===== src/eeprom_pkg.sv =====
`default_nettype none

package eeprom_pkg;

  typedef logic [10:0] ee_addr_t;  // [10:8] go out in the control byte
  typedef logic [7:0]  byte_t;

  // commands understood by the bit engine
  typedef enum logic [1:0] {
    cmd_start,
    cmd_stop,
    cmd_write,
    cmd_read
  } bit_cmd_t;

  typedef enum logic [3:0] {
    st_idle,
    st_write_start,
    st_ctrl_write,
    st_addr_write,
    st_data_write,
    st_read_start,
    st_ctrl_read,
    st_data_read,
    st_stop,
    st_ackn
  } main_state_t;

  localparam logic [3:0] ee_device_code = 4'b1010;

  // clk cycles per scl half-period
  localparam int scl_half_cycles = 2;
  localparam int ph_cnt_w = (scl_half_cycles > 1) ? $clog2(scl_half_cycles) : 1;

  // half-periods per engine command
  localparam int cond_steps = 3;   // start or stop condition
  localparam int byte_steps = 18;  // 8 bits plus the ack clock

  typedef logic [ph_cnt_w-1:0]           ph_cnt_t;
  typedef logic [$clog2(byte_steps)-1:0] step_t;

endpackage

`default_nettype wire

===== src/i2c_bit_engine.sv =====
`default_nettype none

module i2c_bit_engine
  import eeprom_pkg::*;
(
  input  wire           clk,
  input  wire           rst_n,
  input  wire           cmd_go,
  input  wire bit_cmd_t cmd,
  input  wire byte_t    tx_byte,
  input  wire           sda_in,
  output logic          cmd_done,
  output byte_t         rx_byte,
  output logic          scl,
  output logic          sda_out,
  output logic          sda_oe
);

  // one sub-machine per command, each walks its own half-period steps
  typedef enum logic [2:0] {
    mode_idle,
    mode_head,
    mode_stop,
    mode_sh8out,
    mode_sh8in
  } eng_mode_t;

  eng_mode_t mode;
  ph_cnt_t   ph_cnt;
  step_t     step;
  byte_t     sh_out;       // tx shift register
  logic      tick;         // last clk of a half-period
  logic      last_step;
  logic      data_bits;    // bits 7..0, not the ack/nack clock
  logic      sda_oe_nxt;
  logic      sda_out_nxt;

  // scl level of a given step, low first in every command
  function automatic logic scl_level(eng_mode_t m, step_t s);
    if (m == mode_head || m == mode_stop) begin
      return (s != '0);
    end
    return s[0];
  endfunction

  assign tick      = (ph_cnt == ph_cnt_t'(scl_half_cycles - 1));
  assign data_bits = (step < step_t'(byte_steps - 2));

  always_comb begin
    if (mode == mode_head || mode == mode_stop) begin
      last_step = (step == step_t'(cond_steps - 1));
    end else begin
      last_step = (step == step_t'(byte_steps - 1));
    end
  end

  // sda level wanted in the current step
  always_comb begin
    sda_oe_nxt  = sda_oe;
    sda_out_nxt = sda_out;
    unique case (mode)
      mode_head: begin
        sda_oe_nxt  = 1'b1;
        sda_out_nxt = (step != step_t'(cond_steps - 1));  // falls with scl high
      end
      mode_stop: begin
        sda_oe_nxt  = 1'b1;
        sda_out_nxt = (step == step_t'(cond_steps - 1));  // rises with scl high
      end
      mode_sh8out: begin
        if (!step[0]) begin
          sda_oe_nxt  = data_bits;  // let go for the slave ack
          sda_out_nxt = sh_out[7];
        end
      end
      mode_sh8in: begin
        if (!step[0]) begin
          sda_oe_nxt  = !data_bits;  // master nack
          sda_out_nxt = 1'b1;
        end
      end
      default: begin
      end
    endcase
  end

  always_ff @(posedge clk) begin
    if (!rst_n) begin
      mode     <= mode_idle;
      ph_cnt   <= '0;
      step     <= '0;
      scl      <= 1'b1;
      sda_oe   <= 1'b0;
      sda_out  <= 1'b1;
      cmd_done <= 1'b0;
    end else begin
      cmd_done <= 1'b0;
      if (mode == mode_idle) begin
        if (cmd_go) begin
          unique case (cmd)
            cmd_start: mode <= mode_head;
            cmd_stop:  mode <= mode_stop;
            cmd_write: mode <= mode_sh8out;
            cmd_read:  mode <= mode_sh8in;
            default:   mode <= mode_idle;
          endcase
          step   <= '0;
          ph_cnt <= '0;
          scl    <= 1'b0;
        end
      end else begin
        // sda moves one clk into the step, away from the scl edge
        if (ph_cnt == '0) begin
          sda_oe  <= sda_oe_nxt;
          sda_out <= sda_out_nxt;
        end
        if (tick) begin
          ph_cnt <= '0;
          if (last_step) begin
            mode     <= mode_idle;
            cmd_done <= 1'b1;
            if (mode == mode_stop) begin
              sda_oe <= 1'b0;  // bus free, pull-up keeps it high
            end
          end else begin
            step <= step + step_t'(1);
            scl  <= scl_level(mode, step + step_t'(1));
          end
        end else begin
          ph_cnt <= ph_cnt + ph_cnt_t'(1);
        end
      end
    end
  end

  always_ff @(posedge clk) begin
    if (mode == mode_idle && cmd_go) begin
      sh_out <= tx_byte;
    end else if (mode == mode_sh8out && step[0] && tick) begin
      sh_out <= {sh_out[6:0], 1'b0};  // next bit after the high half
    end
    // sample once scl has risen
    if (mode == mode_sh8in && step[0] && data_bits && ph_cnt == '0) begin
      rx_byte <= {rx_byte[6:0], sda_in};
    end
  end

endmodule

`default_nettype wire


===== config.mk =====
export PLATFORM = sky130hd
export DESIGN_NAME = i2c_bit_engine
export DESIGN_NICKNAME = d
export VERILOG_FILES = /design/src/eeprom_pkg.sv /design/src/i2c_bit_engine.sv
export SDC_FILE = /design/constraint.sdc
export NUM_CORES = 1
export LEC_CHECK = 0
export BUFFER_PORTS_ARGS = -buffer_cell sky130_fd_sc_hd__buf_2
export CAP_MARGIN = 20
export CORE_MARGIN = 2
export CORE_UTILIZATION = 45
export CTS_CLUSTER_DIAMETER = 40
export DETAILED_ROUTE_END_ITERATION = 7
export GPL_TIMING_DRIVEN = 1
export PLACE_DENSITY = 0.65
export SYNTH_ARGS = -nofsm -noshare
export SYNTH_HDL_FRONTEND = slang
export SYNTH_SLANG_ARGS = --single-unit

===== constraint.sdc =====
create_clock -name clk -period 6.3 [get_ports clk]
set_input_delay 0.63 -clock clk [delete_from_list [all_inputs] [get_ports clk]]
set_output_delay 0.63 -clock clk [all_outputs]
set_load 0.01 [all_outputs]

# Word-level counts from Yosys, hierarchy flattened

Cells that the tools add are included.
W data, S select, Z words.

Register bits: 29
Logic and storage cells: 85

$add $sub $neg: 2
Bitwise operators: 3
Eq/ne operators: 14
Reductions and logical operators: 20
Magnitude comparators: 1
Multiplexer cells: 36

Operators with widths:

| operator              | count |
|---|---|
| $mux W1               | 23 |
| $mux W5               | 4 |
| $mux W8               | 2 |
| $mux W3               | 4 |
| $pmux W3 S4           | 1 |
| $eq A3 B2 Y1 const B  | 2 |
| $logic_and A1 B1 Y1   | 6 |
| $ne A2 B2 Y1 const B  | 3 |
| $reduce_and A3 Y1     | 2 |
| $reduce_bool A2 Y1    | 3 |
| $add A5 B1 Y5 const B | 1 |
| $eq A5 B2 Y1 const B  | 1 |
| $eq A5 B5 Y1 const B  | 1 |
| $lt A5 B5 Y1 const B  | 1 |
| $ne A5 B2 Y1 const B  | 1 |
| $reduce_and A5 Y1     | 1 |
| $reduce_bool A5 Y1    | 1 |
| $eq A2 B2 Y1 const B  | 2 |
| $pmux W1 S4           | 1 |
| $reduce_bool A4 Y1    | 1 |
| $eq A3 B1 Y1 const B  | 1 |
| $eq A3 B3 Y1 const B  | 1 |
| $logic_not A3 Y1      | 1 |
| $not A1 Y1            | 3 |
| other kinds (9)       | 9 |

# Logic depth before layout (Yosys ltp)

Word-level depth: 11
Gate-level depth with buffers: 8
Depth with buffers taken out: 7

# Least setup slack after synthesis

No wires, ideal clock.

Path kind: reg2reg
From: register step[0]
To: register step[1]
Arrival time: 1.973 ns
Cell stages (with the launch flop): 9
Setup slack: 4.254 ns
Period minus slack after synthesis: 2.046 ns
Buffers on the path: 1
Library setup time: 0.072 ns
Cell sequence: dfxtp_1 inv_1 ha_1 nor4b_1 nor3b_1 or3b_4 buf_6 a211o_1 a21oi_1

Cells in the longest elaborated chain, start to end: 4

RTL lines:

| what                                                | line                                        | text |
|---|---|---|
| start: declaration                                  | i2c_bit_engine.sv:30                        | `step_t step;` |
| start signal: assignment                            | i2c_bit_engine.sv:126                       | `step <= step + step_t'(1);` |
| $add A5 B1 Y5, or another cell as far along         | i2c_bit_engine.sv:126                       |  |
| $mux W5 / $mux W1 (equally long branches)           | i2c_bit_engine.sv:119, i2c_bit_engine.sv:50 |  |
| $mux W5 / $ne A2 B1 Y1 (equally long branches)      | --                                          |  |
| $mux W5 / $reduce_and A3 Y1 (equally long branches) | --                                          |  |

Parallel ways exist; a longest one is shown, timed or not. The select of a mux whose other input is x is not followed.
A chain may end at the register's enable or synchronous reset.

# Worst setup path after layout

From: register step[0]
To: register step[4]

The elaborated chain is that of the path after synthesis.

==> reports/qor.txt <==
========================================================================================================
Number of clock buffers inserted by TritonCTS                                                          5
H-Tree Depth                                                                                           2
Cell count after synthesis                                                                           148
Ratio of cells with drive above 1 in the final layout                                              0.192
Reg2Reg Setup Slack                                                                              3970 ps
Yosys reg bits                                                                                        29
Count of unique library cells instantiated by Yosys                                                   36
Post-CTS Setup Inserts                                                                                 0
Post-layout net count                                                                                197
Slowest Stage Delay on Critical Path                                                              500 ps
DRT iter0 DRCs                                                                                        33
Detailed placement HPWL                                                                          1910 um
Worst-case setup margin in the final layout                                                      3970 ps
Global-route wire length before repair                                                           4360 um
CP Class                                                                                      reg -> reg
Post-CTS clock slew at the launch and capture registers of the worst setup and hold paths          80 ps
Cell types occupying the most area after synthesis                                          edfxtp_1, dfxtp_1, nand2_1
Maximum vdd drop                                                                                0.155 mV
Type of destination of the critical path                                                        register
Leading cell type in the layout, fill and taps excluded                                          nand2_1
Combined area of all synthesized cells                                                        1430 sq um
Share of the cycle needed by the critical path after routing                                       0.369
Num ports                                                                                             26
Area overhead of the layout relative to synthesis                                                  16.8%
Total power divided by cell area                                                             256 nW/um^2
Floorplan die area                                                                            3650 sq um
Clock insertion delay at the later pin of the skew report                                         330 ps
Largest fanout on the critical path                                                                   12
Share of the synthesized area in the top cell type                                                 0.335
Final Setup Violations                                                                                 0
Final standard cell area without fillers                                                      1670 sq um
Antenna cell count                                                                                     0
Cell taking the most area after synthesis                                                       edfxtp_1
All-layer global routing usage                                                                     0.167
Seq/Total Area, Yosys                                                                              0.517
Count of input and output buffers                                                                     25
Cell breakdown of the critical path                                                         inv_1 > ha_1 > nor4b_1 > nor3b_1 > or3b_4 > or4_1 > o21ai_0
Vias per Instance                                                                                   5.15
Kind of path behind the tightest hold check                                                   reg -> reg
Fill count                                                                                           299
Leak Pwr                                                                                        0.658 nW
Die Wd                                                                                           60.4 um
Startpoint kind of the worst setup timing path                                                  register
Max Clock Freq                                                                                   430 MHz
Hold-fix buffer count after cts                                                                        0
Slew Viols, Final                                                                                      0
Transition at the pin with the smallest max-transition slack                                      822 ps
Critical-path cell with the highest stage delay                                                  dfxtp_1
Maximum capacitance violations                                                                         0
Number of enable flip-flop cells after synthesis                                                      16
Most used flip-flop cell after synthesis                                                        edfxtp_1
DRT antenna net count                                                                                  0
Number of iterations in the first detailed-routing pass                                                4
Yosys warnings                                                                                         0
Total Wirelength                                                                                 2710 um
Routed length per instance                                                                       12.2 um
Data arrival time of the worst path                                                              2580 ps
Run status                                                                                     completed
Worst-case headroom to the max-slew limit                                                          0.448
Syn Nets                                                                                             169
Max Buffers Root-to-Sink                                                                               2
TritonCTS clock tree                                                                                 yes
Average cell area after synthesis                                                             9.68 sq um
Area post-placement                                                                           1590 sq um
Total gr overflow                                                                                      0
Standard-cell rows                                                                                    20
Via count of the first global-routing pass                                                          1004
Final GP Congestion                                                                                0.908
Async set or reset register ratio after synthesis                                                      0
Unrepaired setup endpoints after global routing                                                       no
Hold violation count in the final report                                                               0
Post_cts resized                                                                                       0
Residual DRC count                                                                                     0
Pin count of the biggest net entering global routing                                                  17
Most frequent cells in the layout                                                           nand2_1, buf_2, edfxtp_1, dfxtp_1, a21oi_1
Initial antenna violation count                                                                        0
Clock tree sinks                                                                                      29
Worst setup slack after placement                                                                4010 ps
Initial cell density of the core                                                                   0.469
Die extent in y                                                                                  60.4 um
Vias                                                                                                1139
Clock Skews                                                                                      8.42 ps
Library cell used as clock root buffer                                                          clkbuf_4
Sum of negative setup slack                                                                         0 ps
Fin crit period                                                                                  2330 ps
Core outline area                                                                             3050 sq um
Worst EP required                                                                                6550 ps
========================================================================================================
==> report_power, final <==
group	leakage (nW)	total, W	switching [W]	internal [W]
clock	0.0399	0.000144	0.0000613	0.0000825
sequential	0.255	0.000225	0.0000112	0.000214
combinational	0.363	0.0000597	0.0000350	0.0000247
==> layer usage <==
metal / vias to the layer above / global-route usage / wire length (um)
met5: - / 0 / 0
met4: 0 / 0.0652 / 39
met3: 4 / 0.0640 / 133
met2: 28 / 0.267 / 1220
met1: 518 / 0.207 / 1310
li1: 589 / - / -
==> sequential cells by signal, indices dropped and copies added (netlist names) <==
name and count:
rx_byte 8, sh_out 8, step 5, mode 3, cmd_done 1, ph_cnt 1
scl 1, sda_oe 1, sda_out 1
==> synthesized netlist by cell type (2+ instances only) <==
| cell | count |
|---|---|
| a211o_1 | 2 |
| a21oi_1 | 11 |
| a22oi_1 | 2 |
| clkbuf_1 | 5 |
| dfxtp_1 | 13 |
| edfxtp_1 | 16 |
| ha_1 | 7 |
| inv_1 | 4 |
| nand2_1 | 27 |
| nand2b_1 | 2 |
| nand3_1 | 9 |
| nand3b_1 | 3 |
| nor2_1 | 10 |
| nor2b_1 | 5 |
| nor3_1 | 3 |
| nor3b_1 | 2 |
| nor4b_1 | 3 |
| o21ai_0 | 5 |
| o22ai_1 | 2 |
==> cell families (layout without fill, tap and decap cells) <==
family | count (synthesis) | count (layout) | synth area share
buffers and inverters | 11 | 40 | 0.0341
AOI/OAI and AO/OA | 29 | 29 | 0.128
and+or+nand+nor | 69 | 69 | 0.240
muxes | 1 | 1 | 0.00699
DFF | 29 | 29 | 0.517
adders and majority gates | 7 | 7 | 0.0611
xor gates and xnor gates | 2 | 2 | 0.0122
==> critical path, delay by kind of cell, from the launching register on <==
family | cells | cell delay [ps]
compound gates | 1 | 80
buf+inv | 1 | 170
fa+ha+maj | 1 | 220
simple gates | 4 | 1290
flops | 1 | 500
==> through the flow <==
| stage | util | hold WS (ps) | std cells | total power, W |
|---|---|---|---|---|
| 2_1_floorplan | - | 491 | 148 | 0.000271 |
| 3_3_place_gp | 0.521 | 428 | 212 | 0.000287 |
| 3_5_place_dp | 0.521 | 431 | 212 | 0.000289 |
| 4_1_cts | 0.545 | 452 | 220 | 0.000434 |
| 5_1_grt | 0.548 | 454 | 221 | 0.000453 |
| 6_report | 0.548 | 451 | 221 | 0.000429 |
==> cell type report <==
class,instances,area [sq um],share of cell area
Sequential cell,29,741,0.443
Multi-Input combinational cell,108,643,0.384
Timing Repair Buffer,27,140,0.0838
Tap cell,44,55.1,0.0329
Clock buffer,6,41.3,0.0247
Clock inverter,2,33.8,0.0202
Inverter,5,18.8,0.0112
==> worst paths after layout <==
| kind | from | end | cells past startpoint |
|---|---|---|---|
| setup / recovery | step[0] | step[4] | 7 |
| hold / removal | rx_byte[2] | rx_byte[3] | 0 |
| setup reg to reg | step[0] | step[4] | 7 |
| hold reg to reg | rx_byte[2] | rx_byte[3] | 0 |
(Power assumes the default switching activity.)
